File: config.mk
export PLATFORM = sky130hd
export DESIGN_NAME = residual_monitor
export DESIGN_NICKNAME = d
export VERILOG_FILES = /design/src/logic/dsp_pkg.sv /design/src/logic/residual_monitor.sv
export SDC_FILE = /design/constraint.sdc
export NUM_CORES = 1
export LEC_CHECK = 0
export BUFFER_PORTS_ARGS = -buffer_cell sky130_fd_sc_hd__buf_4
export CAP_MARGIN = 20
export CORE_MARGIN = 2
export CORE_UTILIZATION = 33
export CTS_CLUSTER_SIZE = 14
export DETAILED_ROUTE_END_ITERATION = 7
export GPL_ROUTABILITY_DRIVEN = 0
export GPL_TIMING_DRIVEN = 0
export PLACE_DENSITY = 0.57
export SYNTH_ARGS = -nofsm -noshare
export SYNTH_HDL_FRONTEND = slang
export SYNTH_SLANG_ARGS = --single-unit
File: constraint.sdc
create_clock -name clk -period 7.8 [get_ports clk]
set_input_delay 0 -clock clk [delete_from_list [all_inputs] [get_ports clk]]
set_output_delay 0 -clock clk [all_outputs]
set_load 0.02 [all_outputs]
File: src/logic/dsp_pkg.sv
package dsp_pkg;

    // PAM4 level, one of -3, -1, +1, +3
    typedef logic signed [2:0] sym_t;
    typedef logic signed [7:0] tap_t;
    // ADC code and estimated code share one format
    typedef logic signed [7:0] code_t;
    typedef logic signed [8:0] err_t;
    typedef logic [31:0] acc_t;
    typedef logic [31:0] cnt_t;
    // per-lane arithmetic right shift of the filter sum
    typedef logic [1:0] shift_t;

    // channel model length
    localparam int depth = 30;

    // tap segments, ordered from the main cursor outwards
    localparam int hp_depth = 6;
    localparam int mp_depth = 6;
    localparam int lp_depth = 18;

    // tap bits kept in the mid and low precision segments
    localparam int mp_bits = 6;
    localparam int lp_bits = 4;

endpackage

File: src/logic/residual_monitor.sv
`timescale 1ns/1ps

module residual_monitor #(
    parameter int lanes = 4
) (
    input  logic           clk,
    input  logic           rst_n,
    input  logic           adc_valid,
    input  dsp_pkg::code_t adc_in [lanes],
    input  logic           est_valid,
    input  dsp_pkg::code_t est_code [lanes],
    input  logic           stat_clear,
    output logic           err_valid,
    output dsp_pkg::err_t  err_code [lanes],
    output dsp_pkg::acc_t  err_sum,
    output dsp_pkg::cnt_t  sample_count
);

    logic           adc_v1;
    logic           adc_v2;
    dsp_pkg::code_t adc_d1 [lanes];
    dsp_pkg::code_t adc_d2 [lanes];
    dsp_pkg::acc_t  abs_sum;
    logic [32:0]    sum_next;
    logic [32:0]    cnt_next;

    // two stages line the ADC codes up with the estimate
    always_ff @(posedge clk) begin
        if (adc_valid) begin
            adc_d1 <= adc_in;
        end
        if (adc_v1) begin
            adc_d2 <= adc_d1;
        end
        if (est_valid) begin
            for (int i = 0; i < lanes; i++) begin
                err_code[i] <= dsp_pkg::err_t'(adc_d2[i]) - dsp_pkg::err_t'(est_code[i]);
            end
        end
    end

    // |err| never exceeds 255, so negation cannot overflow
    always_comb begin
        abs_sum = '0;
        for (int i = 0; i < lanes; i++) begin
            abs_sum = abs_sum + dsp_pkg::acc_t'(err_code[i] < 0 ? -err_code[i] : err_code[i]);
        end
    end

    assign sum_next = {1'b0, err_sum} + {1'b0, abs_sum};
    assign cnt_next = {1'b0, sample_count} + 33'(lanes);

    always_ff @(posedge clk or negedge rst_n) begin
        if (!rst_n) begin
            adc_v1       <= 1'b0;
            adc_v2       <= 1'b0;
            err_valid    <= 1'b0;
            err_sum      <= '0;
            sample_count <= '0;
        end else begin
            adc_v1    <= adc_valid;
            adc_v2    <= adc_v1;
            err_valid <= est_valid;
            if (stat_clear) begin
                err_sum      <= '0;
                sample_count <= '0;
            end else if (err_valid) begin
                // both counters stick at all ones
                err_sum      <= sum_next[32] ? '1 : sum_next[31:0];
                sample_count <= cnt_next[32] ? '1 : cnt_next[31:0];
            end
        end
    end

    // an estimate without its ADC group means the pipelines slipped
    a_adc_aligned: assert property (@(posedge clk) disable iff (!rst_n)
        est_valid |-> adc_v2);

endmodule

After elaboration in Yosys (flattened, before gate mapping)
Cells that the tools add are included.

Bits of input ports: 69. Bits in registers: 166.

Multiplexer cells: 10. Add/sub/neg operators: 13. Magnitude comparators: 4. Reductions and logical operators: 1.

Operators with widths (number): $mux 32 (10); $neg 9->32 (4); $add 32x32->32 (3); $lt 9x1->1 const B (4); $sub 8x8->9 (4); $add 32x3->33 const B (1); $add 32x32->33 (1); $reduce_bool 2->1 (1).

Depth between registers and ports, before layout
Depth after elaboration: 9. Depth in mapped cells: 29.

Least setup slack after synthesis
OpenSTA, ideal clock, no wires.

Path type: flip-flop to flip-flop. From: register err_code[28] in the netlist's numbering. To: register err_sum[21]. Library setup time: 0.138 ns. Buffers on the path: 2. Setup slack: 1.897 ns. Stages on the path, launching flop included: 24. Arrival time: 5.765 ns. Cells stage by stage: edfxtp_1 > or3_1 > o31ai_1 > xnor2_1 > fa_1 > inv_1 > fa_1 > inv_1 > ha_1 > a21o_1 > a221oi_1 > a211oi_1 > and2_1 > nor2_1 > ha_1 > a21oi_1 > nand2_1 > a211o_1 > nand3_1 > a21oi_1 > o41ai_1 > clkbuf_1 > buf_2 > a211oi_1.

Longest elaborated chain between the ends: 9. Elaborated cells between the ends (all ways): 10.

RTL lines: start: declaration (line residual_monitor.sv:14) `output dsp_pkg::err_t err_code [lanes],`; start signal: indexed assignment (line residual_monitor.sv:37) `err_code[i] <= dsp_pkg::err_t'(adc_d2[i]) - dsp_pkg::err_t'(est_code[i]);`; $neg 9->32 or $lt 9x1->1 (tied branches) (line residual_monitor.sv:46) `abs_sum = abs_sum + dsp_pkg::acc_t'(err_code[i] < 0 ? -err_code[i] : err_code[i]);`; $mux 32 * (line residual_monitor.sv:46); $add 32x32->32 * (3 in a row) (line residual_monitor.sv:46); $add 32x32->33 * (line residual_monitor.sv:50) `assign sum_next = {1'b0, err_sum} + {1'b0, abs_sum};`; $mux 32 * (line residual_monitor.sv:69) `err_sum <= sum_next[32] ? '1 : sum_next[31:0];`; $mux 32 * (line residual_monitor.sv:67) `end else if (err_valid) begin`; $mux 32 * (line residual_monitor.sv:64) `if (stat_clear) begin`; end signal: assignment (line residual_monitor.sv:69); end: declaration (line residual_monitor.sv:15) `output dsp_pkg::acc_t err_sum,`.

Every way passes the cells marked *; elsewhere a longest branch is shown, timed or not. The select of a mux whose other input is x is not followed. A chain may end at the register's enable or synchronous reset.

Worst setup path after layout
From: register err_code[18] in the netlist's numbering. To: register err_sum[24].

The elaborated chain is that of the path after synthesis.

==> out/results.txt <==
outcome - complete, no violations
First-pass DRT Iterations - 5
Worst EP arrival - 7.32 ns
Top Metal Used - met4
crit path kind - reg -> reg
chip width - 198 um
Reg2Reg Depth - 25
WHS Endpoint - err_code[11]
CTS tree - yes
Slew @ Worst Pin - 0.990 ns
RSZ-0062 raised after global routing - no
Rows - 71
f_max - 143 MHz
GRT Total Usage - 0.158
ant diodes - 0
synth top area cells - edfxtp_1 24%, dfrtp_1 13%, fa_1 10%
Avg WL per Cell - 14.3 um
clock buffer depth - 2
fin cells - 2,071
Vias/cell - 4.63
DIE HEIGHT - 198 um
Synth Area per Inst - 10.1 um2
Max-Cap Viols - 0
Ports - 170
critical path required time - 8.11 ns
max incr delay on CP - 0.57 ns
TNS Setup - 0 ns
hpwl dp - 23,600 um
port bufs - 168
Initial Util - 0.333
relative slew slack - 0.334
Area Overhead vs Synth - 26.1%
clk_skew - 0.0101 ns
worst min path class - in -> reg
worst skew pair latency - 0.44 ns
ys async rst share - 0.394
metal1 wirelength - 13,000 um
Placed Cells - 1,997
Nets - 1,784
fin crit period - 7.01 ns
maximum vdd drop - 0.282 mV
initial antenna violation count - 0
post-cts gate resize count - 0
max-slew violations - 0
share of layout cells above drive strength 1 - 0.151
reg2reg setup slack - 0.79 ns
Seq/Total Area, Yosys - 0.371
most frequent cells in the layout - 169 x buf_4, 159 x inv_1, 102 x ha_1, 100 x edfxtp_1, 91 x nor2_1
wirelength, routed - 29,700 um
crit path max fanout - 10
flops & latches, synth - 165
top cell type's share of synthesized area - 0.241
number of global-route vias before repair - 9,514
H-Tree Depth - 4
reg2reg start - err_code[18]
# clock sinks - 165
iteration-0 DRC count of the detailed router - 405
cell taking the most area after synthesis - edfxtp_1
core area - 0.0374 mm2
Syn. warnings - 0
Lkg Pwr - 7.46 nW
number of remaining DRC errors - 0
CTS Buf Count - 17
Mapped Area - 0.0125 mm2
largest net degree at the start of global routing - 66
WL met3 - 1850 um
Setup-failing EPs final - 0
grt ovf - 0
hold wc startpoint - est_code[10]
CTS clk-pin slew, worst paths - 0.07 ns
unique cell type count in the Yosys netlist - 61
CTS root buf - clkbuf_16
hold depth - 4
Reg-to-Reg End - err_sum[24]
Post-synth EDFFs - 100
most common cell after layout, fill and taps aside - buf_4
crit end category - flip-flop
pwr dens - 404 mW/mm2
first-pass GRT wire length - 48,500 um
DR WL met2 - 14,400 um
via count - 9,579
Synth Flop Type - edfxtp_1
slowest CP cell - fa_1
die area - 0.0394 mm2
Routed Antenna Nets - 0
Fin. Hold Viols - 0
Startpoint Class - flip-flop
fin crit share - 0.899
cell count after synthesis - 1,237
## stage by stage
| stage | power (W) | area (um2) | utilization | setup slack [ns] | hold WS [ns] |
|---|---|---|---|---|---|
| finish | 0.00636 | 15700 | 0.420 | 0.789 | 0.108 |
| global route | 0.00699 | 15700 | 0.420 | 0.298 | 0.118 |
| CTS | 0.00625 | 15700 | 0.420 | 0.752 | 0.0848 |
| detailed placement | 0.00533 | 14700 | 0.393 | 0.781 | 0.179 |
| global placement | 0.00530 | 14700 | 0.392 | 0.776 | 0.178 |
| floorplan | 0.00449 | 12800 | - | 1.90 | -0.296 |
## Yosys cell counts (3+ instances only)
library cell	number
nand3_1	28
clkbuf_1	22
a21o_1	35
nor2_1	91
a211oi_1	40
and3_1	9
a21oi_1	61
o31ai_1	11
nand2_1	64
xnor2_1	74
nor2b_1	16
nand3b_1	3
fa_1	65
nand4_1	17
o21bai_1	6
xor2_1	51
o211ai_1	8
and2_1	5
nor4b_1	4
a211o_1	5
mux2i_1	5
o21ai_0	57
nor3_1	21
ha_1	102
edfxtp_1	100
nand2b_1	24
inv_1	159
o21a_1	6
o21ai_2	19
or3_1	7
nor4_1	3
dfrtp_1	65
a31oi_1	8
a21boi_0	7
## how the worst max path moves through the flow
stage	start	to	slack [ns]	depth (start not counted)
CTS	err_code[18]	err_sum[24]	0.75	25
global route	err_code[18]	err_sum[21]	0.30	25
finish	err_code[18]	err_sum[24]	0.79	25
floorplan	err_code[28]	err_sum[21]	1.90	23
global placement	err_code[18]	err_sum[21]	0.78	25
detailed placement	err_code[18]	err_sum[23]	0.78	25
## cell type report
class,instances,area [um2]
Buffer,28,140
Clock buffer,17,425
Tap cell,511,639
Fill cell,3698,21700
Clock inverter,14,166
Timing Repair Buffer,212,1720
Inverter,159,597
Sequential cell,165,4630
Multi-Input combinational cell,965,7400
## flip-flops by register name (all words and copies together), names as in the netlist
name and cells:
adc_d2 32, sample_count 31, err_valid 1, err_code 36, err_sum 32, adc_v1 1, adc_d1 32
## power breakdown
group / total [W] / internal (W) / switching, W
Sequential: 0.00119 / 0.00108 / 0.000112
Combinational: 0.00430 / 0.00182 / 0.00248
Clock: 0.000872 / 0.000480 / 0.000392
Total: 0.00636 / 0.00338 / 0.00298
## cells by family after synthesis
group	count (synthesis)	synth area share
DFF	165	0.371
buffers and inverters	187	0.0591
muxes	5	0.00401
other	2	0.000602
xor gates and xnor gates	125	0.0878
and+or+nand+nor	304	0.121
AOI/OAI and AO/OA	282	0.150
adders and majority gates	167	0.207
## critical path, delay by kind of cell, from the launching register on
| kind | cells | cell delay [ns] |
|---|---|---|
| buffers and inverters | 5 | 1.04 |
| and+or+nand+nor | 5 | 0.63 |
| adders and majority gates | 6 | 2.34 |
| DFF | 1 | 0.53 |
| AOI/OAI and AO/OA | 9 | 2.30 |
## layer usage
metal / GRT usage / vias to the layer above
met4: 0.0420 / 0
li1: - / 4858
met1: 0.194 / 4522
met2: 0.268 / 173
met5: 0 / -
met3: 0.0495 / 26
## repair_timing
item                                   in CTS  in global routing
endpoints found under the hold margin     107                  0
buffers inserted                            0                  0
hold buffers                               43                  0
Power figures use the tool's default switching activity.
