<file path="config.mk">
export PLATFORM = sky130hd
export DESIGN_NAME = channel_filter
export DESIGN_NICKNAME = d
export VERILOG_FILES = /design/src/logic/dsp_pkg.sv /design/src/logic/channel_filter.sv
export SDC_FILE = /design/constraint.sdc
export NUM_CORES = 2
export LEC_CHECK = 0
export BUFFER_PORTS_ARGS = -buffer_cell sky130_fd_sc_hd__buf_2
export CELL_PAD_IN_SITES_DETAIL_PLACEMENT = 1
export CELL_PAD_IN_SITES_GLOBAL_PLACEMENT = 1
export CORE_MARGIN = 3
export CORE_UTILIZATION = 53
export DETAILED_ROUTE_END_ITERATION = 10
export GPL_TIMING_DRIVEN = 0
export PLACE_DENSITY = 0.86
export SLEW_MARGIN = 20
export SYNTH_ARGS = -nofsm -noshare
export SYNTH_HDL_FRONTEND = slang
export SYNTH_SLANG_ARGS = --single-unit
</file>
<file path="constraint.sdc">
create_clock -name clk -period 0.8 [get_ports clk]
set_input_delay 0.12 -clock clk [delete_from_list [all_inputs] [get_ports clk]]
set_output_delay 0.12 -clock clk [all_outputs]
set_load 0.02 [all_outputs]
</file>
<file path="src/logic/dsp_pkg.sv">
package dsp_pkg;

    // PAM4 level, one of -3, -1, +1, +3
    typedef logic signed [2:0] sym_t;
    typedef logic signed [7:0] tap_t;
    // ADC code and estimated code share one format
    typedef logic signed [7:0] code_t;
    typedef logic signed [8:0] err_t;
    typedef logic [31:0] acc_t;
    typedef logic [31:0] cnt_t;
    // per-lane arithmetic right shift of the filter sum
    typedef logic [1:0] shift_t;

    // channel model length
    localparam int depth = 30;

    // tap segments, ordered from the main cursor outwards
    localparam int hp_depth = 6;
    localparam int mp_depth = 6;
    localparam int lp_depth = 18;

    // tap bits kept in the mid and low precision segments
    localparam int mp_bits = 6;
    localparam int lp_bits = 4;

endpackage

</file>
<file path="src/logic/channel_filter.sv">
`timescale 1ns/1ps

module channel_filter #(
    parameter int lanes = 4
) (
    input  logic            clk,
    input  logic            rst_n,
    input  logic            in_valid,
    input  dsp_pkg::sym_t   window [dsp_pkg::depth-1+lanes],
    input  dsp_pkg::tap_t   taps [dsp_pkg::depth],
    input  dsp_pkg::shift_t shifts [lanes],
    output logic            est_valid,
    output dsp_pkg::code_t  est_code [lanes]
);

    // lane 0's newest symbol
    localparam int newest   = dsp_pkg::depth - 1;
    localparam int mp_first = dsp_pkg::hp_depth;
    localparam int lp_first = dsp_pkg::hp_depth + dsp_pkg::mp_depth;
    // worst case is about 3300, so 16 bits leave headroom
    localparam int sum_w = 16;

    typedef logic signed [sum_w-1:0] sum_t;

    logic signed [dsp_pkg::mp_bits-1:0] mp_tap [dsp_pkg::mp_depth];
    logic signed [dsp_pkg::lp_bits-1:0] lp_tap [dsp_pkg::lp_depth];
    sum_t hp_sum [lanes];
    sum_t mp_sum [lanes];
    sum_t lp_sum [lanes];
    sum_t scaled [lanes];

    // reduced taps keep only their low bits, still read as signed
    always_comb begin
        for (int j = 0; j < dsp_pkg::mp_depth; j++) begin
            mp_tap[j] = taps[mp_first+j][dsp_pkg::mp_bits-1:0];
        end
        for (int j = 0; j < dsp_pkg::lp_depth; j++) begin
            lp_tap[j] = taps[lp_first+j][dsp_pkg::lp_bits-1:0];
        end
    end

    // tap j meets window element i + depth - 1 - j
    always_comb begin
        for (int i = 0; i < lanes; i++) begin
            hp_sum[i] = '0;
            mp_sum[i] = '0;
            lp_sum[i] = '0;
            for (int j = 0; j < dsp_pkg::hp_depth; j++) begin
                hp_sum[i] = hp_sum[i] + window[i+newest-j] * taps[j];
            end
            for (int j = 0; j < dsp_pkg::mp_depth; j++) begin
                mp_sum[i] = mp_sum[i] + window[i+newest-mp_first-j] * mp_tap[j];
            end
            for (int j = 0; j < dsp_pkg::lp_depth; j++) begin
                lp_sum[i] = lp_sum[i] + window[i+newest-lp_first-j] * lp_tap[j];
            end
            scaled[i] = (hp_sum[i] + mp_sum[i] + lp_sum[i]) >>> shifts[i];
        end
    end

    always_ff @(posedge clk or negedge rst_n) begin
        if (!rst_n) begin
            est_valid <= 1'b0;
        end else begin
            est_valid <= in_valid;
        end
    end

    // the estimate wraps to its low 8 bits
    always_ff @(posedge clk) begin
        if (in_valid) begin
            for (int i = 0; i < lanes; i++) begin
                est_code[i] <= scaled[i][7:0];
            end
        end
    end

    // decisions coming through the history must be PAM4 levels
    for (genvar k = 0; k < dsp_pkg::depth - 1 + lanes; k++) begin : g_sym_chk
        a_sym_level: assert property (@(posedge clk) disable iff (!rst_n)
            window[k] inside {-3, -1, 1, 3});
    end

endmodule

</file>
After elaboration in Yosys (flattened, before gate mapping)
Cells that the tools add are included.
- output and inout bits: 33
- word-level logic and storage cells: 245
- register bits: 33
- $add $sub $neg: 116
- multipliers: 120
- shifts and indexed selects: 4
- operator list (cell ; count):
    $add 16x7->16 ; 32
    $mul 3x4->7 ; 72
    $mul 3x8->11 ; 24
    $mul 3x6->9 ; 24
    $add 15x11->16 ; 4
    $add 15x7->16 ; 4
    $add 16x14->16 ; 4
    $add 16x16->16 ; 4
    $sshr 16x2->8 ; 4
    $add 14x11->15 ; 4
    $add 14x7->15 ; 4
    $add 13x11->14 ; 4
    $add 13x7->14 ; 4
    $add 13x9->14 ; 4
    $add 12x11->13 ; 4
    $add 12x7->13 ; 4
    $add 12x9->13 ; 4
    $add 11x11->12 ; 4
    $add 11x7->12 ; 4
    $add 11x9->12 ; 4
    $add 10x7->11 ; 4
    $add 10x9->11 ; 4
    $add 9x7->10 ; 4
    $add 9x9->10 ; 4
    2 further kinds ; 8

Longest topological paths before layout
- word-level depth: 20
- gate-level depth with buffers: 32

Worst setup path before layout
No wires, ideal clock.
- path type: in2reg
- start point: input port window[53] (netlist bit)
- end point: register est_code[31] (netlist bit) (data pin)
- arrival: 8.044 ns
- data required time: 0.528 ns
- path buffers: 1
- cell stages on the path: 27
- setup time: 0.272 ns
- setup slack: -7.516 ns
- path through: clkbuf_1 -> clkinv_1 -> fa_1 -> fa_1 -> fa_1 -> inv_1 -> fa_1 -> fa_1 -> inv_1 -> fa_1 -> inv_1 -> fa_1 -> fa_1 -> inv_1 -> fa_1 -> fa_1 -> inv_1 -> ha_1 -> ha_1 -> a21o_1 -> a21oi_1 -> o21ai_1 -> or3_1 -> a31oi_1 -> o21ai_0 -> xnor2_1 -> mux4_2
- RTL lines (element ; RTL line ; source):
    start: declaration ; channel_filter.sv:9 ; input dsp_pkg::sym_t window [dsp_pkg::depth-1+lanes],
    end signal: indexed assignment ; channel_filter.sv:73 ; est_code[i] <= scaled[i][7:0];
    end: declaration ; channel_filter.sv:13 ; output dsp_pkg::code_t est_code [lanes]

==> impl_metrics.json <==
{
  "rsz0062_at_grt": "true",
  "coreArea_mm2": 0.146,
  "fillers": 15500,
  "area_delta_synth_final_pct": 16.7,
  "ant_nets": 0,
  "place_hpwl_mm": 341,
  "cp_slowest_cell": "fa_2",
  "place.gp.congestion": 1.07,
  "endpoint_kind": "flip-flop",
  "clk_path_buf_depth": 2,
  "grt_busiest_layer": "met2",
  "die_width_um": 391,
  "drc": 0,
  "worst_pin_slew_ns": 1.00,
  "grt_use_total_pct": 53.6,
  "status": "finished, violations left",
  "start_kind": "primary input",
  "required_ns": 0.82,
  "grt_pass1_vias": 70300,
  "num_vias": 63300,
  "netlist_instances": 7850,
  "synth.area.top_cells": "fa_1, inv_1, ha_1",
  "routedWlPerCell_um": 39.7,
  "period_share_pct": 1090,
  "yosys_warnings": 0,
  "max_freq_ghz": 0.114,
  "grt_max_degree": 34,
  "fp-row-count": 140,
  "num_io_pins": 383,
  "finalWorstSetupSlack_ns": -7.94,
  "use_met1_pct": 66.8,
  "place_ws_ns": -10.30,
  "maxCapViolations": 0,
  "finalSetupTns_ns": -242.84,
  "min_period_ns": 8.74,
  "syn_area_mm2": 0.0784,
  "die_h_um": 391,
  "yosys.area.top_type": "fa_1",
  "syn_area_per_cell_um2": 9.99,
  "h-tree-depth": 2,
  "cts_buffers": 5,
  "cts-root-buf": "clkbuf_16",
  "finalHoldViolCount": 0,
  "layout-drive-gt1-share_pct": 18.0,
  "totalWireLength_mm": 410,
  "cts_tree": "done",
  "cpMostUsedCell": "fa_1",
  "grt_pass1_wl_mm": 549,
  "cp.arrival_ns": 8.77,
  "synth_top_area_share_pct": 62.1,
  "drt_first_pass_iters": 6,
  "yosysSeqAreaShare_pct": 1.26,
  "setup_viol": 65,
  "gr-total-overflow": 0,
  "hold_path_class": "in -> async",
  "syn-num-nets": 11100,
  "finalMaxSlewViolations": 0,
  "io_buffers": 289,
  "drt_iter0_drc": 7475,
  "critical_path_class": "in -> reg",
  "violations": "negative setup slack",
  "use_met3_pct": 25.2,
  "fin_nets": 11600,
  "gr-usage-met2_pct": 72.4,
  "synth_seq_cells": 33,
  "critPathMaxStageDelay_ns": 0.66,
  "dieArea_mm2": 0.153,
  "synth_cell_types": 31,
  "crit_fanout": 10,
  "max-slew-margin-rel_pct": 32.7,
  "clock_sinks": 33,
  "clk_pin_slew_worst_paths_ns": 0.06,
  "initial_core_util_pct": 53.6,
  "vias_per_cell": 6.12,
  "antenna_found_initial": 50
}
==> cells in the mapped netlist <==
| cell | n |
|---|---|
| xor2_1 | 38 |
| or2_2 | 12 |
| nand2b_1 | 261 |
| a31oi_1 | 4 |
| dfrtp_1 | 1 |
| maj3_1 | 8 |
| edfxtp_1 | 32 |
| clkbuf_1 | 312 |
| ha_1 | 456 |
| o21ai_1 | 2 |
| a211oi_1 | 6 |
| mux2_2 | 3 |
| mux2i_1 | 22 |
| nor2b_1 | 5 |
| nand2_1 | 586 |
| xnor2_1 | 221 |
| mux4_2 | 14 |
| nor2_1 | 254 |
| inv_1 | 2286 |
| a21oi_1 | 30 |
| clkinv_1 | 6 |
| o21a_1 | 4 |
| o21ai_0 | 119 |
| o21bai_1 | 23 |
| buf_1 | 7 |
| a21boi_0 | 1 |
| a21o_1 | 7 |
| nor3_1 | 2 |
| or3_1 | 2 |
| and2_1 | 694 |
| fa_1 | 2432 |
==> layer usage <==
| layer | vias to the layer above | wire (um) |
|---|---|---|
| li1 | 23000 | - |
| met1 | 33200 | 138000 |
| met2 | 5579 | 162000 |
| met3 | 1606 | 68000 |
| met4 | 32 | 41600 |
| met5 | - | 737 |
==> state kept, by name, summed over array words and instances, names as in the netlist <==
signal and count:
est_code 32, est_valid 1
==> cell usage in the layout, fill, tap and decap left out, types with 32 or more instances in the layout <==
cell,synthesis,layout
buf_12,0,47
clkbuf_16,0,84
ha_4,0,54
nor2_1,254,228
nand2_1,586,546
o21ai_0,119,73
clkbuf_2,0,56
inv_1,2286,2166
buf_2,0,186
clkbuf_8,0,72
diode_2,0,41
fa_2,0,257
xnor2_1,221,184
nand2b_1,261,248
xor2_1,38,35
and2_1,694,647
ha_1,456,394
buf_8,0,33
and2_4,0,40
inv_2,0,90
nand2_2,0,37
fa_1,2432,2175
buf_4,0,206
buf_6,0,85
edfxtp_1,32,32
clkbuf_4,0,38
==> critical path, delay by kind of cell <==
family	cells	cell delay, ns
adders and majority gates	12	5.85
buffers and inverters	5	0.97
AOI/OAI and AO/OA	4	0.62
muxes	1	0.53
and+or+nand+nor	2	0.49
xor gates and xnor gates	1	0.16
==> stage by stage <==
stage	std cells	area, um^2	hold WS [ns]	util, %
floorplan	7850	80100	-0.176	-
global placement	10100	84000	-0.105	57.4
detailed placement	10100	84100	-0.103	57.5
CTS	10200	89400	0.138	61.1
global route	10300	91400	0.150	62.5
finish	10300	91500	0.129	62.6
==> timing repair <==
item / in CTS / in global routing
cloned: 2 / 3
setup endpoints to repair: 65 / 97
gates resized for setup: 950 / 471
setup buffers: 159 / 71
pin swaps: 144 / 151
hold buffers: 1 / 0
endpoints found under the hold margin: 1 / 0
==> cell type report <==
| type | instances | area [um^2] | area share (%) |
|---|---|---|---|
| multi-input combinational | 5206 | 70200 | 76.7 |
| inverter | 2292 | 8810 | 9.63 |
| timing repair buffer | 529 | 4760 | 5.20 |
| buffer | 319 | 4160 | 4.55 |
| tap | 1917 | 2400 | 2.62 |
| sequential | 33 | 986 | 1.08 |
| clock buffer | 6 | 129 | 0.141 |
| antenna | 41 | 103 | 0.112 |
| clock inverter | 2 | 10.0 | 0.0109 |
==> cells by family after synthesis <==
kind of cell,synth area share (%)
AND/OR/NAND/NOR,11.8
multiplexers,0.726
flip-flops,1.26
XOR/XNOR,2.89
AO/OA/AOI/OAI,1.39
adder cells (fa/ha/maj),69.4
buffers and inverters,12.5
==> how the worst max path moves through the flow <==
stage / startpoint / endpoint / slack (ns) / depth (start not counted)
global placement: window[42] / est_code[31] / -11.38 / 25
CTS: taps[75] / est_code[23] / -7.64 / 27
global route: window[26] / est_code[31] / -7.99 / 32
floorplan: window[25] / est_code[23] / -6.94 / 28
detailed placement: window[23] / est_code[31] / -10.30 / 28
finish: window[49] / est_code[31] / -7.94 / 25
Power is left out: the tool's default activity adds up to more than one toggle a clock period on the data nets, which glitch-free logic cannot reach.
