--- config.mk ---
export PLATFORM = sky130hd
export DESIGN_NAME = est_csr
export DESIGN_NICKNAME = d
export VERILOG_FILES = /design/src/logic/csr_pkg.sv /design/src/logic/dsp_pkg.sv /design/src/logic/est_csr.sv
export SDC_FILE = /design/constraint.sdc
export NUM_CORES = 1
export LEC_CHECK = 0
export BUFFER_PORTS_ARGS = -buffer_cell sky130_fd_sc_hd__buf_2
export CORE_UTILIZATION = 48
export DETAILED_ROUTE_END_ITERATION = 6
export PLACE_DENSITY = 0.77
export SKIP_LAST_GASP = 1
export SLEW_MARGIN = 10
export SYNTH_ARGS = -nofsm -noshare
export SYNTH_HDL_FRONTEND = slang
export SYNTH_SLANG_ARGS = --single-unit
--- constraint.sdc ---
create_clock -name clk -period 2.1 [get_ports clk]
set_input_delay 0.105 -clock clk [delete_from_list [all_inputs] [get_ports clk]]
set_output_delay 0.105 -clock clk [all_outputs]
set_load 0.01 [all_outputs]
--- src/logic/csr_pkg.sv ---
package csr_pkg;

    typedef logic [11:0] addr_t;
    typedef logic [31:0] data_t;
    typedef logic [1:0] resp_t;

    // master side of the AXI4-Lite port
    typedef struct packed {
        logic       awvalid;
        addr_t      awaddr;
        logic       wvalid;
        data_t      wdata;
        logic [3:0] wstrb;
        logic       bready;
        logic       arvalid;
        addr_t      araddr;
        logic       rready;
    } axil_req_t;

    // slave side of the AXI4-Lite port
    typedef struct packed {
        logic  awready;
        logic  wready;
        logic  bvalid;
        resp_t bresp;
        logic  arready;
        logic  rvalid;
        data_t rdata;
        resp_t rresp;
    } axil_rsp_t;

    // bit 0 enable, bit 1 clear (self-clearing)
    localparam addr_t addr_ctrl     = 12'h000;
    // two bits per lane, lane 0 in the low bits
    localparam addr_t addr_shift    = 12'h004;
    localparam addr_t addr_err_sum  = 12'h008;
    localparam addr_t addr_count    = 12'h00C;
    // tap k at base + 4k
    localparam addr_t addr_tap_base = 12'h100;

    localparam resp_t resp_okay   = 2'b00;
    localparam resp_t resp_slverr = 2'b10;

endpackage

--- src/logic/dsp_pkg.sv ---
package dsp_pkg;

    // PAM4 level, one of -3, -1, +1, +3
    typedef logic signed [2:0] sym_t;
    typedef logic signed [7:0] tap_t;
    // ADC code and estimated code share one format
    typedef logic signed [7:0] code_t;
    typedef logic signed [8:0] err_t;
    typedef logic [31:0] acc_t;
    typedef logic [31:0] cnt_t;
    // per-lane arithmetic right shift of the filter sum
    typedef logic [1:0] shift_t;

    // channel model length
    localparam int depth = 30;

    // tap segments, ordered from the main cursor outwards
    localparam int hp_depth = 6;
    localparam int mp_depth = 6;
    localparam int lp_depth = 18;

    // tap bits kept in the mid and low precision segments
    localparam int mp_bits = 6;
    localparam int lp_bits = 4;

endpackage

--- src/logic/est_csr.sv ---
`timescale 1ns/1ps

module est_csr #(
    parameter int lanes = 4
) (
    input  logic               clk,
    input  logic               rst_n,
    input  csr_pkg::axil_req_t axil,
    output csr_pkg::axil_rsp_t axil_rsp,
    input  logic               sym_valid,
    output logic               hist_shift,
    output dsp_pkg::tap_t      taps [dsp_pkg::depth],
    output dsp_pkg::shift_t    shifts [lanes],
    output logic               stat_clear,
    input  dsp_pkg::acc_t      err_sum,
    input  dsp_pkg::cnt_t      sample_count
);

    localparam int idx_w = $clog2(dsp_pkg::depth);
    localparam csr_pkg::addr_t tap_end = csr_pkg::addr_tap_base + 12'(4 * dsp_pkg::depth);

    logic           enable;
    logic           wr_fire;
    logic           rd_fire;
    logic           bvalid;
    logic           rvalid;
    csr_pkg::resp_t bresp;
    csr_pkg::resp_t rresp;
    csr_pkg::data_t rdata;
    csr_pkg::data_t shift_word;
    csr_pkg::data_t wmask;
    csr_pkg::data_t ctrl_wr;
    csr_pkg::data_t shift_wr;
    csr_pkg::data_t tap_wr;
    csr_pkg::addr_t aw_off;
    csr_pkg::addr_t ar_off;

    function automatic logic is_tap(input csr_pkg::addr_t addr);
        return addr >= csr_pkg::addr_tap_base && addr < tap_end && addr[1:0] == 2'b00;
    endfunction

    // byte lanes not strobed keep their old value
    function automatic csr_pkg::data_t merge(input csr_pkg::data_t old_val,
                                             input csr_pkg::data_t new_val,
                                             input csr_pkg::data_t mask);
        return (old_val & ~mask) | (new_val & mask);
    endfunction

    // a pending response holds off the next request on its own channel
    assign wr_fire    = axil.awvalid && axil.wvalid && !bvalid;
    assign rd_fire    = axil.arvalid && !rvalid;
    assign hist_shift = sym_valid && enable;
    assign aw_off     = axil.awaddr - csr_pkg::addr_tap_base;
    assign ar_off     = axil.araddr - csr_pkg::addr_tap_base;

    always_comb begin
        shift_word = '0;
        for (int i = 0; i < lanes; i++) begin
            shift_word[2*i +: 2] = shifts[i];
        end
        for (int b = 0; b < 4; b++) begin
            wmask[8*b +: 8] = {8{axil.wstrb[b]}};
        end
    end

    assign ctrl_wr  = merge({31'd0, enable}, axil.wdata, wmask);
    assign shift_wr = merge(shift_word, axil.wdata, wmask);
    assign tap_wr   = merge({24'd0, taps[aw_off[idx_w+1:2]]}, axil.wdata, wmask);

    always_ff @(posedge clk or negedge rst_n) begin
        if (!rst_n) begin
            enable     <= 1'b0;
            stat_clear <= 1'b0;
            taps       <= '{default: '0};
            shifts     <= '{default: '0};
            bvalid     <= 1'b0;
            bresp      <= csr_pkg::resp_okay;
        end else begin
            stat_clear <= 1'b0;
            if (bvalid && axil.bready) begin
                bvalid <= 1'b0;
            end
            if (wr_fire) begin
                bvalid <= 1'b1;
                bresp  <= csr_pkg::resp_okay;
                case (axil.awaddr)
                    csr_pkg::addr_ctrl: begin
                        enable     <= ctrl_wr[0];
                        stat_clear <= ctrl_wr[1];
                    end
                    csr_pkg::addr_shift: begin
                        for (int i = 0; i < lanes; i++) begin
                            shifts[i] <= shift_wr[2*i +: 2];
                        end
                    end
                    default: begin
                        // statistics are read-only, everything else unmapped
                        if (is_tap(axil.awaddr)) begin
                            taps[aw_off[idx_w+1:2]] <= tap_wr[7:0];
                        end else begin
                            bresp <= csr_pkg::resp_slverr;
                        end
                    end
                endcase
            end
        end
    end

    always_ff @(posedge clk or negedge rst_n) begin
        if (!rst_n) begin
            rvalid <= 1'b0;
            rresp  <= csr_pkg::resp_okay;
            rdata  <= '0;
        end else begin
            if (rvalid && axil.rready) begin
                rvalid <= 1'b0;
            end
            if (rd_fire) begin
                rvalid <= 1'b1;
                rresp  <= csr_pkg::resp_okay;
                case (axil.araddr)
                    csr_pkg::addr_ctrl:    rdata <= {31'd0, enable};
                    csr_pkg::addr_shift:   rdata <= shift_word;
                    csr_pkg::addr_err_sum: rdata <= err_sum;
                    csr_pkg::addr_count:   rdata <= sample_count;
                    default: begin
                        rdata <= {24'd0, taps[ar_off[idx_w+1:2]]};
                        if (!is_tap(axil.araddr)) begin
                            rdata <= '0;
                            rresp <= csr_pkg::resp_slverr;
                        end
                    end
                endcase
            end
        end
    end

    always_comb begin
        axil_rsp.awready = wr_fire;
        axil_rsp.wready  = wr_fire;
        axil_rsp.bvalid  = bvalid;
        axil_rsp.bresp   = bresp;
        axil_rsp.arready = rd_fire;
        axil_rsp.rvalid  = rvalid;
        axil_rsp.rdata   = rdata;
        axil_rsp.rresp   = rresp;
    end

    a_b_hold: assert property (@(posedge clk) disable iff (!rst_n)
        bvalid && !axil.bready |=> bvalid && $stable(bresp));
    a_r_hold: assert property (@(posedge clk) disable iff (!rst_n)
        rvalid && !axil.rready |=> rvalid && $stable(rdata) && $stable(rresp));

endmodule

; ---- Word level (Yosys, flattened, before mapping)
; Index checks and enable logic that the tools add are counted.
[totals]
register_bits = 288
output_inout_bits = 291
word_cells = 110
[classes]
addsub = 2
n_lt_le_gt_ge = 7
n_eq_ne = 4
muxes = 21
n_bitwise = 11
reduce_logical = 24
[ops]
columns = cell, count
row1 = bitwise mux 240 bit, 1
row2 = one-hot mux 32 bit (4 select lines), 1
row3 = binary-select mux 8 bit (select 5 bit), 2
row4 = 2-to-1 mux 8 bit, 6
row5 = demux 8 bit (select 5 bit), 1
row6 = AND 8 bit, 3
row7 = == test 12 x 3 -> 1 bit (second input constant), 2
row8 = == test 12 x 4 -> 1 bit (second input constant), 2
row9 = greater-or-equal comparator 12 x 9 -> 1 bit (second input constant), 2
row10 = zero test 12 bit, 2
row11 = less-than comparator 12 x 9 -> 1 bit (second input constant), 2
row12 = bitwise OR 8 bit, 2
row13 = subtractor 7 x 1 -> 7 bit (second input constant), 2
row14 = greater-or-equal comparator 6 bit (second input constant), 2
row15 = NOT 5 -> 6 bit, 2
row16 = logical AND 1 bit, 11
row17 = 2-to-1 mux 2 bit, 4
row18 = NOT 8 bit, 1
row19 = less-than comparator 6 x 1 -> 1 bit (second input constant), 1
row20 = 2-to-1 mux 1 bit, 6
row21 = zero test 2 bit, 2
row22 = AND reduction 2 bit, 2
row23 = nonzero test 2 bit, 2
row24 = OR reduction 4 bit, 1
row25 = other kinds (6), 7

; ---- Depth between registers and ports, before layout
[depth]
depth_word = 8
mapped_depth = 9
depth_no_buf = 6

; ---- Least setup slack after synthesis
; OpenSTA, ideal clock, no wires.
[synth_path]
path_kind = register -> register
from = reg bvalid
to = reg taps[216] in the netlist's numbering
setup_ns = 0.125
t_arrival_ns = 1.982
required_ns = 1.975
path_slack_ns = -0.007
stages_incl_launch_ff = 6
n_path_buf = 0
cell_sequence = dfrtp_1 nand3b_1 nor4_4 nand4b_4 nor4_4 mux2_2
[synth_between]
elab_chain_cells = 3
[synth_lines]
columns = element, line
row1 = start: declaration, est_csr.sv:25  ; logic bvalid;
row2 = start signal: assignment, est_csr.sv:76  ; bvalid <= 1'b0;
row3 = start signal: assignment, est_csr.sv:81  ; bvalid <= 1'b0;
row4 = start signal: assignment, est_csr.sv:84  ; bvalid <= 1'b1;
row5 = zero test 1 bit, est_csr.sv:50  ; assign wr_fire = axil.awvalid && axil.wvalid && !bvalid;
row6 = logical AND 1 bit, est_csr.sv:50
row7 = AND reduction 3 bit (no source line), --
row8 = end signal: indexed assignment, est_csr.sv:99  ; taps[aw_off[idx_w+1:2]] <= tap_wr[7:0];
row9 = end: declaration, est_csr.sv:12  ; output dsp_pkg::tap_t taps [dsp_pkg::depth],
; No other way between the ends.
; A chain may end at the register's enable or synchronous reset.

; ---- Worst setup path after layout
[layout_path]
from = reg bvalid
to = reg taps[206] in the netlist's numbering
; The elaborated chain is that of the path after synthesis.

==> key figures <==
Yosys
  • Commonest cells in the netlist: 286 x dfrtp_1, 271 x mux2_2, 82 x mux4_2
  • Area leader, netlist: dfrtp_1
  • Mean post-synth cell area: 13.3 um2
  • Top-count cell post-synth: dfrtp_1
  • Synth Instances: 1,162
  • Synth top area share: 46.2%
  • Synthesized area: 15,500 um2
  • Post-synth cell types: 62
  • FF+latch count, synth: 286
  • Most used flip-flop cell after synthesis: dfrtp_1
  • Largest cells by area after synthesis: dfrtp_1 46%, mux2_2 20%, mux4_2 12%
  • Seq/Total Area, Yosys: 46.2%
  • Ys Warns: 0
  • Async S/R FF share, synth: 100%
  • EDFF count, synth: 0

Hold path
  • Hold EP: rdata[14]$_DFFE_PN0P_
  • HP Start: err_sum[14]
  • Min-delay worst type: in2reg
  • Hold path depth: 3

Detailed routing
  • Final ANT Viol Nets: 0
  • Vias/cell: 6.38
  • Routed WL: 63,100 um
  • Residual DRC: 0
  • Routed WL per cell: 28.5 um
  • DRT Pass-1 Iters: 5
  • Via count: 14,100
  • Drt first-iter violations: 1,264

Pwr
  • VDD IR max: 557 uV
  • Lkg Pwr: 11.1 nW
  • Total power: 13.2 mW
  • Pwr Density: 607 nW/um2

Timing
  • Final setup fails: 52
  • Worst-Margin Slew: 0.612 ns
  • Min cycle time layout: 2.18 ns
  • Slew headroom: 59.1%
  • Fin Setup TNS: -1.88 ns
  • Final Skew: 0.0158 ns
  • RSZ-0062 raised after global routing: true
  • Final worst setup slack: -0.0806 ns
  • FMAX: 459 MHz
  • Fin crit share: 104%
  • Hold Fails Final Rpt: 0
  • Slew Limit Fails: 0

Floorplan
  • Die X: 182 um
  • Starting Density: 48.9%
  • Rows: 65
  • Die area: 33,000 um2
  • Core Box Area: 31,600 um2
  • I/O Pins: 423
  • Die Y: 182 um

Clocking
  • Clock transition at path regs: 0.06 ns
  • Number of CTS-inserted buffers: 34
  • CTS tree: done
  • Later-pin clock latency in the skew report: 0.52 ns
  • CTS Sinks: 286
  • Clock Tree Buf Depth: 3
  • Clk root buf: clkbuf_16
  • H-tree depth: 2

GRT
  • Global Route Usage Sum: 37.7%
  • Vias in the first global route: 14,200
  • Pin count of the biggest net entering global routing: 59
  • First-pass GRT wire length: 91,300 um
  • Initial antenna violation count: 7
  • Total grt overflow: 0

Critical path
  • CP required: 2.49 ns
  • Worst r2r path cells: 8
  • Internal reg-to-reg setup slack: -0.08 ns
  • Reg2Reg Capture Point: taps[206]$_DFFE_PN0P_
  • Worst-path fanout max: 7
  • Startpoint Class: flip-flop
  • Crit path arrival time: 2.57 ns
  • Worst reg2reg path startpoint: bvalid$_DFFE_PN0P_
  • Kind of critical path: reg2reg
  • Crit path capture type: flip-flop

Placed design
  • Post-DP HPWL: 46,000 um
  • Pre-CTS WS: -0.348 ns
  • Final GP Congestion: 1.02
  • Buffers on Ports: 393

Cells and area
  • Core occupancy in the finished layout: 68.8%
  • Area Overhead vs Synth: 40.7%
  • Share of layout cells above drive strength 1: 59.8%
  • Final nets: 1,918

Outcome
  • Status: complete, but fails checks
  • Failing checks: negative setup slack

Flow run
  • Max-Cap Viols: 0
-- power breakdown --
group / internal, mW / total (mW) / switching [mW] / leakage [nW]
clock network: 4.05 / 6.40 / 2.35 / 0.587
registers: 5.54 / 5.57 / 0.0213 / 3.98
logic: 0.513 / 1.25 / 0.738 / 6.50
-- worst max-delay path, stage by stage, from the launching register on --
cell and delay [ns]:
dfrtp_1 0.38, nand3b_1 0.22, nor4_4 0.22, buf_6 0.18
nand3b_1 0.09, buf_6 0.18, nor3_4 0.27, buf_12 0.19
mux2_4 0.31
-- flip-flops by register name, summed over array words and instances (netlist names), named ones only --
name / flops
stat_clear: 1
rdata: 32
rresp: 1
bvalid: 1
rvalid: 1
bresp: 1
taps: 240
-- layer usage --
layer	vias up	GRT usage [%]	wire, um
met5	-	0	0
met4	0	21.1	4030
met3	235	9.13	6480
met2	1063	61.8	30200
met1	7111	45.8	22400
li1	5720	-	-
-- repair_timing --
item                                    CTS  global route
gates cloned                              0             1
hold endpoints to repair                222             0
pin swaps                                 4             3
endpoints found under the setup margin  196           185
setup buffers                             3             2
hold buffers                             59             0
resized for setup                        24            52
-- how the worst max path moves through the flow --
stage,from,endpoint,cells after the start
after global routing,bvalid$_DFFE_PN0P_,taps[206]$_DFFE_PN0P_,8
final,bvalid$_DFFE_PN0P_,taps[206]$_DFFE_PN0P_,8
after CTS,bvalid$_DFFE_PN0P_,taps[218]$_DFFE_PN0P_,7
after global placement,axil[54],taps[44]$_DFFE_PN0P_,9
after detailed placement,axil[54],taps[92]$_DFFE_PN0P_,9
after floorplan,bvalid$_DFFE_PN0P_,taps[216]$_DFFE_PN0P_,5
-- area by class of cell --
cell class                      count  area (um2)
Tap cell                          402         503
Timing Repair Buffer              689        4790
Inverter                           14        52.6
Multi-Input combinational cell    761        8040
Fill cell                        2223        9860
Sequential cell                   286        7160
Clock buffer                       49        1040
Antenna cell                        7        17.5
Clock inverter                      8         174
-- per-stage QoR --
step | hold WS [ns] | std cells | cell area [um2]
after floorplan | -0.191 | 1163 | 15500
after global placement | 0.0636 | 2087 | 19600
after CTS | 0.00991 | 2206 | 21500
final | 0.0497 | 2216 | 21800
after detailed placement | 0.0608 | 2087 | 19600
after global routing | 0.0523 | 2215 | 21800
-- cell families (layout without fill, tap and decap cells) --
kind of cell    Yosys count  in the layout  synth area share, %
flops                   286            286                 46.2
other cells               1              9               0.0242
mux                     431            431                 36.7
buf+inv                 116            760                 3.67
simple gates            171            171                 6.45
compound gates          157            157                 6.91
-- placed cells by master (no fill, tap or decap), drive strengths merged, types with 5 or more instances in the layout --
cell type,count
mux2,271
dfrtp,286
a32oi,8
mux4,82
o21ai,42
a22oi,40
diode,7
o22ai,29
inv,13
a31oi,7
nand3,11
nor2b,7
nor3,8
buf,630
nor2,35
clkbuf,49
mux2i,78
a211oi,6
bufinv,5
nor4,11
dlygate4sd3,59
nand2,63
Power figures use the tool's default switching activity.
