==> src/logic/dsp_pkg.sv <==
package dsp_pkg;

    // PAM4 level, one of -3, -1, +1, +3
    typedef logic signed [2:0] sym_t;
    typedef logic signed [7:0] tap_t;
    // ADC code and estimated code share one format
    typedef logic signed [7:0] code_t;
    typedef logic signed [8:0] err_t;
    typedef logic [31:0] acc_t;
    typedef logic [31:0] cnt_t;
    // per-lane arithmetic right shift of the filter sum
    typedef logic [1:0] shift_t;

    // channel model length
    localparam int depth = 30;

    // tap segments, ordered from the main cursor outwards
    localparam int hp_depth = 6;
    localparam int mp_depth = 6;
    localparam int lp_depth = 18;

    // tap bits kept in the mid and low precision segments
    localparam int mp_bits = 6;
    localparam int lp_bits = 4;

endpackage

==> src/logic/symbol_history.sv <==
`timescale 1ns/1ps

module symbol_history #(
    parameter int lanes = 4
) (
    input  logic          clk,
    input  logic          rst_n,
    input  logic          hist_shift,
    input  dsp_pkg::sym_t sym_in [lanes],
    output dsp_pkg::sym_t window [dsp_pkg::depth-1+lanes],
    output logic          window_valid
);

    // symbols carried over from earlier groups
    localparam int keep = dsp_pkg::depth - 1;

    always_ff @(posedge clk or negedge rst_n) begin
        if (!rst_n) begin
            // +1 is a legal PAM4 level, so the filter sees a clean start
            window       <= '{default: dsp_pkg::sym_t'(1)};
            window_valid <= 1'b0;
        end else begin
            window_valid <= hist_shift;
            if (hist_shift) begin
                // oldest group falls out at index 0
                for (int k = 0; k < keep; k++) begin
                    window[k] <= window[k+lanes];
                end
                for (int i = 0; i < lanes; i++) begin
                    window[keep+i] <= sym_in[i];
                end
            end
        end
    end

endmodule

==> config.mk <==
export PLATFORM = sky130hd
export DESIGN_NAME = symbol_history
export DESIGN_NICKNAME = d
export VERILOG_FILES = /design/src/logic/dsp_pkg.sv /design/src/logic/symbol_history.sv
export SDC_FILE = /design/constraint.sdc
export NUM_CORES = 1
export LEC_CHECK = 0
export BUFFER_PORTS_ARGS = -buffer_cell sky130_fd_sc_hd__buf_2
export CAP_MARGIN = 20
export CORE_MARGIN = 10
export CORE_UTILIZATION = 46
export CTS_CLUSTER_DIAMETER = 50
export DETAILED_ROUTE_END_ITERATION = 12
export PLACE_DENSITY = 0.76
export SLEW_MARGIN = 10
export SYNTH_ARGS = -nofsm -noshare
export SYNTH_HDL_FRONTEND = slang
export SYNTH_SLANG_ARGS = --single-unit
==> constraint.sdc <==
create_clock -name clk -period 0.8 [get_ports clk]
set_input_delay 0 -clock clk [delete_from_list [all_inputs] [get_ports clk]]
set_output_delay 0 -clock clk [all_outputs]
set_load 0.005 [all_outputs]
Word-level counts from Yosys, hierarchy flattened

Index checks and enable logic that the tools add are counted.

Bits in registers: 100
Bits of input ports: 15
Output and inout port bits: 100
Logic and storage cells: 34

Longest topological paths before layout

Gate-level depths: netlist (run 1).

Depth after elaboration: 0
Mapped depth: 4
Mapped depth without buffers: 1

Worst setup path after synthesis (run 1)

Ideal clock, no wire load.

Kind: input -> register
From: in hist_shift
To: reg window[4] in the netlist's numbering
Setup time: 125 ps
Arrival: 683 ps
Required time: 675 ps
Path slack: -8 ps
Stages on the path: 4
Path buffers: 3
Cells stage by stage: buf_6 > buf_6 > buf_6 > mux2_4

RTL lines:

| item                          | line                 | source |
|---|---|---|
| start, declared               | symbol_history.sv:8  | `input logic hist_shift,` |
| end signal, assigned by index | symbol_history.sv:27 | `window[k] <= window[k+lanes];` |
| end signal, assigned by index | symbol_history.sv:30 | `window[keep+i] <= sym_in[i];` |
| end, declared                 | symbol_history.sv:10 | `output dsp_pkg::sym_t window [dsp_pkg::depth-1+lanes],` |

No word-level cell between the ends.

Final worst setup path (run 1)

From: reg window[75] in the netlist's numbering
To: out window[75] in the netlist's numbering

No word-level cell between the ends.

==> results of run 1 <==
## power by group through the flow
stage,sequential [mW],clock (mW),combinational [mW]
after CTS,7.68,3.08,5.01
after global routing,8.08,3.31,6.43
after detailed placement,7.82,0,3.64
after global placement,7.70,0,3.53
after floorplan,7.80,0,1.51
final,7.87,3.04,5.98
## cell families (layout without fill, tap and decap cells)
logic type,Yosys count,count (layout),share of synthesized area
DFF,100,100,0.675
other,0,1,0
buffers and inverters,11,201,0.0196
muxes,99,99,0.306
## flip-flops by register name, summed over array words and instances (netlist names)
name and flops:
window 99, window_valid 1
## placed cells by master, fill, tap and decap left out
cell type / count
buf_2: 80
buf_12: 6
dfstp_2: 33
diode_2: 1
mux2_4: 51
clkbuf_8: 9
inv_8: 2
mux2_2: 48
clkinvlp_4: 5
buf_4: 18
dfrtp_1: 67
buf_6: 68
dlygate4sd3_1: 13
## routing by layer
metal | vias to the layer above | global-route usage | routed length, µm
met1 | 1204 | 0.168 | 4020
met3 | 14 | 0.0556 | 691
met2 | 87 | 0.224 | 4640
met5 | - | 0 | 0
met4 | 0 | 0.0535 | 174
li1 | 1104 | - | -
## worst max path at each step
stage,startpoint,endpoint,cells after the start
floorplan,hist_shift,window[4]$_DFFE_PN0P_,4
detailed placement,hist_shift,window[49]$_DFFE_PN0P_,3
global placement,hist_shift,window[92]$_DFFE_PN0P_,3
finish,window[75]$_DFFE_PN1P_,window[75],1
global route,window[75]$_DFFE_PN1P_,window[75],1
CTS,window[75]$_DFFE_PN1P_,window[75],1
## synthesized netlist by cell type, drive strengths merged
cell type | instances | area [µm²]
dfrtp | 67 | 1680
dfstp | 33 | 867
buf | 11 | 73.8
mux2 | 99 | 1150
## through the flow
stage,std cells,area (µm²),worst slack (ps),hold slack [ps],power (mW)
2_1_floorplan,210,3770,6.09,-296,9.30
5_1_grt,503,5720,-282,26.9,17.8
6_report,503,5720,-246,33.8,16.9
4_1_cts,492,5320,-249,13.8,15.8
3_3_place_gp,421,4520,-40.0,-123,11.2
3_5_place_dp,421,4520,-63.0,-120,11.5
## area by class of cell
type	instances	area, µm²	area share
flip-flops and latches	100	2540	0.445
repair buffers	185	1550	0.271
well taps	102	128	0.0223
clock buffers	9	124	0.0217
multi-input cells	99	1310	0.229
clock inverters	7	60.1	0.0105
diodes	1	2.50	0.000438
## timing repair
item | 4_1_cts | 5_1_grt
gates resized for setup | 30 | 80
hold buffers | 13 | 0
buffers inserted | 42 | 14
hold endpoints to repair | 112 | 0
endpoints found under the setup margin | 102 | 172
==> impl_summary.txt, run 1 <==
----------------------------------------------------
[Finish]
  Relative area change from synthesis to final layout ... 51.6%
  Nets@finish ... 410
  Layout cell share with drive strength beyond 1 ... 0.800
  Number of fillers in the final layout ... just under 500
  Fin util ... 0.728

[Hold path]
  Worst min-delay path class ... in2reg
  Hold path depth ... 2
  Hold Crit Endpoint ... window_valid$_DFF_PN0_
  Hold path start ... hist_shift

[Outcome]
  Result of the run ... finished with violations
  Violations in the final reports ... setup timing

[Pwr]
  Pint ... 12.1 mW
  Net switching share of the total power ... 0.286
  Sequential group share of total power ... 0.466
  Maximum vdd drop ... 1.49 mV
  Relative contribution of combinational cells to total power ... 0.354
  Power Dens Cells ... approximately 3000 nW/µm²
  Switching power total ... 4.83 mW
  Clock network fraction of design power ... 0.180
  Leak ... roughly 2.8 nW

[Timing]
  RSZ-0062 raised after global routing ... yes
  Fraction of the cycle the final worst path needs ... 1.31
  Transition time at the pin with the least slew margin ... around 240 ps
  Number of failing setup endpoints in the final timing report ... 166
  Max Clock Freq ... ~960 MHz
  Final total negative setup slack ... -17830 ps
  Endpoints failing hold ... 0
  Layout Skew ... between 8 and 9 ps
  Worst path setup slack after routing ... -246 ps
  Max Transition Viols Final ... 0
  Post-layout min period ... between 1000 and 1500 ps
  Relative max-transition margin ... 0.841

[Setup path]
  Worst r2r path cells ... 2
  Crit Reg-Reg Startpoint ... window[82]$_DFFE_PN0P_
  Critical Path Fanout Max ... 3
  Reg-to-reg endpoint ... window[94]$_DFFE_PN0P_
  CP top delay family ... flip-flops
  FF-to-FF setup slack ... -130 ps
  Crit path largest cell delay ... 570 ps
  Data required, critical path ... about 800 ps
  Nature of the critical path startpoint ... register
  Data arrival time at the worst-slack endpoint ... 1050 ps
  CP cell instances ... buf_2
  Start-to-end type of the worst setup path ... reg2out
  Critical path's slowest cell ... dfstp_2
  Endpoint kind of the worst setup timing path ... output port
  Worst path bufs/invs ... 1

[Global route]
  Maximum number of pins on one net before global-route repair ... 37
  Number of global-route vias before repair ... 2664
  First-pass GRT wire length ... 14100 µm
  Remaining Overflow, GRT ... 0
  Total Routing Usage GR ... 0.141
  Initial antenna violation count ... 1

[Synth]
  Syn Area/Cell ... 18.0 µm²
  Share of synthesized area occupied by flip-flops and latches ... 0.675
  Yosys Warn Count ... 0
  Post-Syn Area ... about 3800 µm²
  Syn_nets ... approximately 230
  Gate Count Post-Synth ... 210
  Number of storage elements in the synthesis netlist ... 100
  Cell variety after synth ... 6

[Floorplanning]
  Die extent in y ... 111 µm
  Width of the die ... approximately 110 µm
  Initial core utilization ... 0.480
  Core outline area ... 7850 µm²
  Number of cell rows ... 32
  Area enclosed by the die boundary ... around 12000 µm²
  Count of boundary I/O pins ... 115

[Route]
  DR iter-0 viols ... 76
  Detailed-route via count ... 2409
  Number of nets still failing antenna checks after routing ... 0
  Via density ... 4.79
  Routed wire length per instance ... 18.9 µm
  DRC viols ... 0
  Detailed-router iteration count before antenna repair ... 4
  Total length of routed wires ... between 9000 and 10000 µm

[Clock tree]
  CTS Buf Count ... 9
  Clock root buffer master ... clkbuf_8
  Num Clock Sinks ... 100
  TritonCTS clock tree ... done
  Depth of the CTS H-tree ... 3
  Max Buffers Root-to-Sink ... 2
  Clock-pin slew reported for the worst setup and hold paths after clock tree synthesis ... 100 ps
  Clk Latency, worst-skew pair ... 360 ps

[Place]
  Routability-driven placement congestion ratio ... just over 0.7
  Sum of net half-perimeters after detailed placement ... 5790 µm
  Number of buffers inserted by port buffering ... 114

[Flow run]
  Max-capacitance violation count ... 0

----------------------------------------------------
No activity file was read; power rests on OpenSTA's default activity.
==> inputs of run 2 (changes only) <==
CORE_ASPECT_RATIO = 0.7   (was unset)
==> impl_summary.txt, run 2 (synthesis results as in run 1) <==
----------------------------------------------------
[Outcome]
  Result of the run ... finished with violations
  Violations in the final reports ... setup timing

[Route]
  Via density ... a little under 5
  Detailed-route via count ... between 2000 and 2500
  Routed wire length per instance ... ~19 µm
  DRC viols ... 0
  Number of nets still failing antenna checks after routing ... 0
  Total length of routed wires ... a little under 9000 µm
  DR iter-0 viols ... 106
  Detailed-router iteration count before antenna repair ... 4

[Setup path]
  CP cell instances ... buf_6
  Worst path bufs/invs ... 1
  Data arrival time at the worst-slack endpoint ... 1000 ps
  Nature of the critical path startpoint ... register
  Start-to-end type of the worst setup path ... reg2out
  CP top delay family ... flip-flops
  Critical Path Fanout Max ... 2
  Critical path's slowest cell ... dfstp_2
  Data required, critical path ... 800 ps
  Crit path largest cell delay ... about 560 ps
  Endpoint kind of the worst setup timing path ... output port

[Global route]
  Total Routing Usage GR ... 0.141
  Remaining Overflow, GRT ... 0
  Maximum number of pins on one net before global-route repair ... 39
  First-pass GRT wire length ... 13700 µm
  Initial antenna violation count ... 0
  Number of global-route vias before repair ... 2544

[Place]
  Number of placed cells counting well taps ... 421
  Post-place setup slack ... -84.9 ps
  Sum of net half-perimeters after detailed placement ... roughly 5800 µm
  Area post-placement ... 4530 µm²
  Number of buffers inserted by port buffering ... 114
  Routability-driven placement congestion ratio ... around 0.7

[Finish]
  Number of flip-flops in the largest register ... between 90 and 100
  Count of placed standard cells in the final layout, fillers left out ... 474
  Fin util ... 0.702
  Most frequent standard cell in the layout excluding fill and tap cells ... buf_2
  Number of fillers in the final layout ... approximately 520
  Final design instance area without fill ... 5550 µm²
  Relative area change from synthesis to final layout ... 47.2%
  Largest Register ... window
  Sequential cell area ... approximately 2500 µm²
  Antenna diodes ... 0
  Leading cell types in the layout, fill and taps excluded ... buf_2 (80), dfrtp_1 (67), mux2_2 (57)
  Layout cell share with drive strength beyond 1 ... 0.783
  Largest registers ... window: 99 flops, window_valid: 1 flops
  Nets@finish ... 383
  Footprint of the multi-input gates ... ~1300 µm²

[Pwr]
  Maximum vdd drop ... 1.91 mV
  Leak ... 2.65 nW
  Power Dens Cells ... 3150 nW/µm²
  Relative contribution of combinational cells to total power ... 0.287
  Clock network fraction of design power ... 0.261
  Sequential group share of total power ... 0.453
  Overall power ... 17.5 mW
  Switching power total ... between 4 and 5 mW
  Pint ... 13.0 mW
  Net switching share of the total power ... 0.253

[Clock tree]
  TritonCTS clock tree ... done
  Clk Latency, worst-skew pair ... around 340 ps
  Clock root buffer master ... clkbuf_16
  Max Buffers Root-to-Sink ... 2
  Clock-pin slew reported for the worst setup and hold paths after clock tree synthesis ... 60 ps
  Depth of the CTS H-tree ... 3
  CTS Buf Count ... 9
  Num Clock Sinks ... 100

[Floorplanning]
  Core outline area ... approximately 8000 µm²
  Number of cell rows ... 27
  Initial core utilization ... 0.477
  Width of the die ... roughly 130 µm
  Count of boundary I/O pins ... 115
  Area enclosed by the die boundary ... 12300 µm²
  Die extent in y ... about 96 µm

[Timing]
  Number of failing setup endpoints in the final timing report ... 132
  Final total negative setup slack ... -11600 ps
  Worst path setup slack after routing ... -198 ps
  Worst hold slack after final layout ... 31.5 ps
  Relative max-transition margin ... 0.781
  Max Transition Viols Final ... 0
  Transition time at the pin with the least slew margin ... 329 ps
  RSZ-0062 raised after global routing ... yes
  Post-layout min period ... 998 ps
  Layout Skew ... 4.86 ps
  Fraction of the cycle the final worst path needs ... 1.25
  Max Clock Freq ... 1000 MHz
  Endpoints failing hold ... 0

[Hold path]
  Worst min-delay path class ... in2reg

[Flow run]
  Max-capacitance violation count ... 0

----------------------------------------------------
==> run 2: changes by cell type in the layout (fill, tap and decap cells not counted), sizes merged <==
cell,change
clkinv,+3
inv,-2
diode,-1
buf,-27
clkbuf,+2
bufinv,+2
clkinvlp,-5
==> run 2: path summary, 6_finish.rpt <==
check	from	end	slack [ps]	cells past startpoint
setup / recovery	window[6]$_DFFE_PN1P_	window[6]	-200	1
hold / removal	hist_shift	window[87]$_DFFE_PN1P_	30	2
setup reg to reg	window[33]$_DFFE_PN1P_	window[33]$_DFFE_PN1P_	-140	3
hold reg to reg	window[98]$_DFFE_PN0P_	window[98]$_DFFE_PN0P_	500	1
max in group asynchronous	rst_n	window[6]$_DFFE_PN1P_	180	3
min in group asynchronous	rst_n	window[2]$_DFFE_PN0P_	110	2
==> run 2: routing by layer <==
layer  GRT usage  vias up  share of wire
li1            -     1058              -
met1       0.159     1171           0.39
met2       0.229       68           0.50
met3      0.0780       11          0.092
met4      0.0383        0          0.011
met5           0        -              0
==> run 2: final cells by class <==
class | count | share of cell area
Clock buffer | 11 | 0.0437
Clock inverter | 5 | 0.0135
Multi-Input combinational cell | 99 | 0.229
Sequential cell | 100 | 0.458
Tap cell | 101 | 0.0228
Timing Repair Buffer | 158 | 0.232
==> run 2: power groups by stage <==
stage	Clock, mW	Combinational (mW)	Sequential [mW]
floorplan	0	1.51	7.80
global placement	0	3.53	7.72
detailed placement	0	3.60	7.84
CTS	4.66	4.55	7.78
global route	4.91	5.43	8.11
finish	4.55	5.01	7.90
==> run 2: worst reg2reg max path, cell delays in order, from the launching register on <==
cell	delay [ps]
dfstp_2	380
buf_4	130
buf_6	110
mux2_4	250
==> run 2: timing repair <==
item,4_1_cts,5_1_grt
resized for setup,31,55
endpoints found under the setup margin,100,151
hold buffers,13,0
buffers inserted,23,5
endpoints found under the hold margin,88,0
==> inputs of run 3 (changes only) <==
GPL_TIMING_DRIVEN = 0   (was unset)
==> impl_summary.txt, run 3 (synthesis results as in run 1) <==
----------------------------------------------------
[Hold path]
  Worst min-delay path class ... in2async

[Finish]
  Fin util ... 0.707
  Leading cell types in the layout, fill and taps excluded ... buf_2 (89), dfrtp_1 (67), buf_6 (55), mux2_2 (55), mux2_4 (44)
  Largest registers ... window: 99 flops, window_valid: 1 flops
  Most frequent standard cell in the layout excluding fill and tap cells ... buf_2
  Layout cell share with drive strength beyond 1 ... 0.788
  Antenna diodes ... 0
  Final design instance area without fill ... 5590 µm²
  Largest Register ... window
  Relative area change from synthesis to final layout ... 48.3%
  Nets@finish ... 392
  Number of flip-flops in the largest register ... 99

[Clock tree]
  Clock root buffer master ... clkbuf_16
  Depth of the CTS H-tree ... 3
  Number of hold buffers added after cts ... 13
  Clk Latency, worst-skew pair ... 340 ps
  Num Clock Sinks ... 100
  Max Buffers Root-to-Sink ... 2
  CTS Buf Count ... 9
  TritonCTS clock tree ... done
  Clock-pin slew reported for the worst setup and hold paths after clock tree synthesis ... 60 ps

[Floorplanning]
  Number of cell rows ... 27
  Count of boundary I/O pins ... about 120
  Width of the die ... about 130 µm
  Initial core utilization ... 0.477
  Area enclosed by the die boundary ... 12300 µm²
  Die extent in y ... 95.7 µm
  Core outline area ... slightly below 8000 µm²

[Timing]
  Relative max-transition margin ... 0.653
  Number of failing setup endpoints in the final timing report ... 136
  Fraction of the cycle the final worst path needs ... 1.25
  Worst path setup slack after routing ... -201 ps
  Max Clock Freq ... 999 MHz
  Endpoints failing hold ... 39
  RSZ-0062 raised after global routing ... yes
  Post-layout min period ... 1000 ps
  Worst hold slack after final layout ... -369 ps
  Layout Skew ... 2.87 ps
  Max Transition Viols Final ... 0
  Transition time at the pin with the least slew margin ... 521 ps

[Route]
  Total length of routed wires ... 9280 µm
  DRC viols ... 0
  Number of nets still failing antenna checks after routing ... 0
  Via density ... 4.87
  Detailed-router iteration count before antenna repair ... 4
  DR iter-0 viols ... roughly 110
  Detailed-route via count ... 2352
  Routed wire length per instance ... 19.2 µm

[Setup path]
  CP top delay family ... flip-flops
  Critical Path Fanout Max ... 2
  FF-to-FF setup slack ... -130 ps
  Crit Reg-Reg Startpoint ... window[18]$_DFFE_PN1P_
  Nature of the critical path startpoint ... register
  Endpoint kind of the worst setup timing path ... output port
  Reg-to-reg endpoint ... window[30]$_DFFE_PN1P_
  Data arrival time at the worst-slack endpoint ... 1000 ps
  Worst r2r path cells ... 3
  CP cell instances ... buf_6
  Critical path's slowest cell ... dfstp_2
  Crit path capture ... window[0]
  Worst path bufs/invs ... 1
  Data required, critical path ... 800 ps
  Start-to-end type of the worst setup path ... reg2out
  Crit path largest cell delay ... between 500 and 600 ps
  Logic depth of the worst setup path including buffers ... 1
  Launch point of the critical path ... window[0]$_DFFE_PN1P_

[Flow run]
  Max-capacitance violation count ... 0

[Global route]
  Met3 capacity usage during global routing ... 0.0824
  Remaining Overflow, GRT ... 0
  Met2 layer usage reported by global route ... 0.228
  Maximum number of pins on one net before global-route repair ... 62
  Most used routing layer in global routing ... met2
  First-pass GRT wire length ... 14300 µm
  Initial antenna violation count ... 0
  Total Routing Usage GR ... 0.149
  Met1 usage in global routing ... 0.179
  Number of global-route vias before repair ... 2608

[Place]
  Routability-driven placement congestion ratio ... 0.727
  Number of buffers inserted by port buffering ... about 110
  Post-place setup slack ... -228 ps
  Area post-placement ... between 4000 and 5000 µm²
  Sum of net half-perimeters after detailed placement ... 6260 µm

[Pwr]
  Overall power ... 18.0 mW
  Leak ... 2.69 nW
  Maximum vdd drop ... 2.47 mV
  Power Dens Cells ... 3220 nW/µm²

[Outcome]
  Result of the run ... finished with violations
  Violations in the final reports ... hold timing, setup timing

----------------------------------------------------
-- run 3: timing repair --
| action | in CTS | in global routing |
|---|---|---|
| pin swaps | 0 | 0 |
| gates cloned | 0 | 0 |
| setup buffers | 26 | 3 |
| endpoints found under the hold margin | 52 | 14 |
| gates resized for setup | 29 | 59 |
| setup endpoints to repair | 102 | 162 |
-- run 3: stage by stage --
step                cells  hold slack [ps]  TNS (ps)
finish                483             -369    -11650
global route          483             -344    -16590
CTS                   481             -364    -12680
detailed placement    426             3.97    -16100
global placement      425              140   -122500
floorplan             210             -296         0
-- run 3: layout make-up --
type | count | area [µm²]
buffer | 11 | 77.6
clock buffer | 11 | 243
clock inverter | 5 | 100
fill | 551 | 2310
multi-input combinational | 99 | 1280
sequential | 100 | 2540
tap | 101 | 126
timing repair buffer | 156 | 1220
-- run 3: how the worst min path moves through the flow --
| stage | startpoint | to | slack, ps | cells past startpoint |
|---|---|---|---|---|
| CTS | rst_n | window[2]$_DFFE_PN0P_ | -360 | 1 |
| global route | rst_n | window[14]$_DFFE_PN0P_ | -340 | 1 |
| global placement | hist_shift | window_valid$_DFF_PN0_ | 140 | 1 |
| detailed placement | rst_n | window[2]$_DFFE_PN0P_ | 4 | 1 |
| floorplan | rst_n | window[10]$_DFFE_PN0P_ | -300 | 0 |
| finish | rst_n | window[2]$_DFFE_PN0P_ | -370 | 1 |
-- run 3: where the power goes --
group / total (mW) / switching [mW] / internal, mW / leakage [nW]
sequential: 7.88 / 1.09 / 6.79 / 1.14
clock: 4.90 / 1.77 / 3.13 / 0.169
combinational: 5.21 / 1.64 / 3.57 / 1.39
-- run 3: routing by layer --
layer,wire length (µm),vias up,part of all wire
li1,-,1075,-
met1,3830,1199,0.41
met2,4520,70,0.49
met3,859,8,0.093
met4,75,0,0.0081
met5,0,-,0
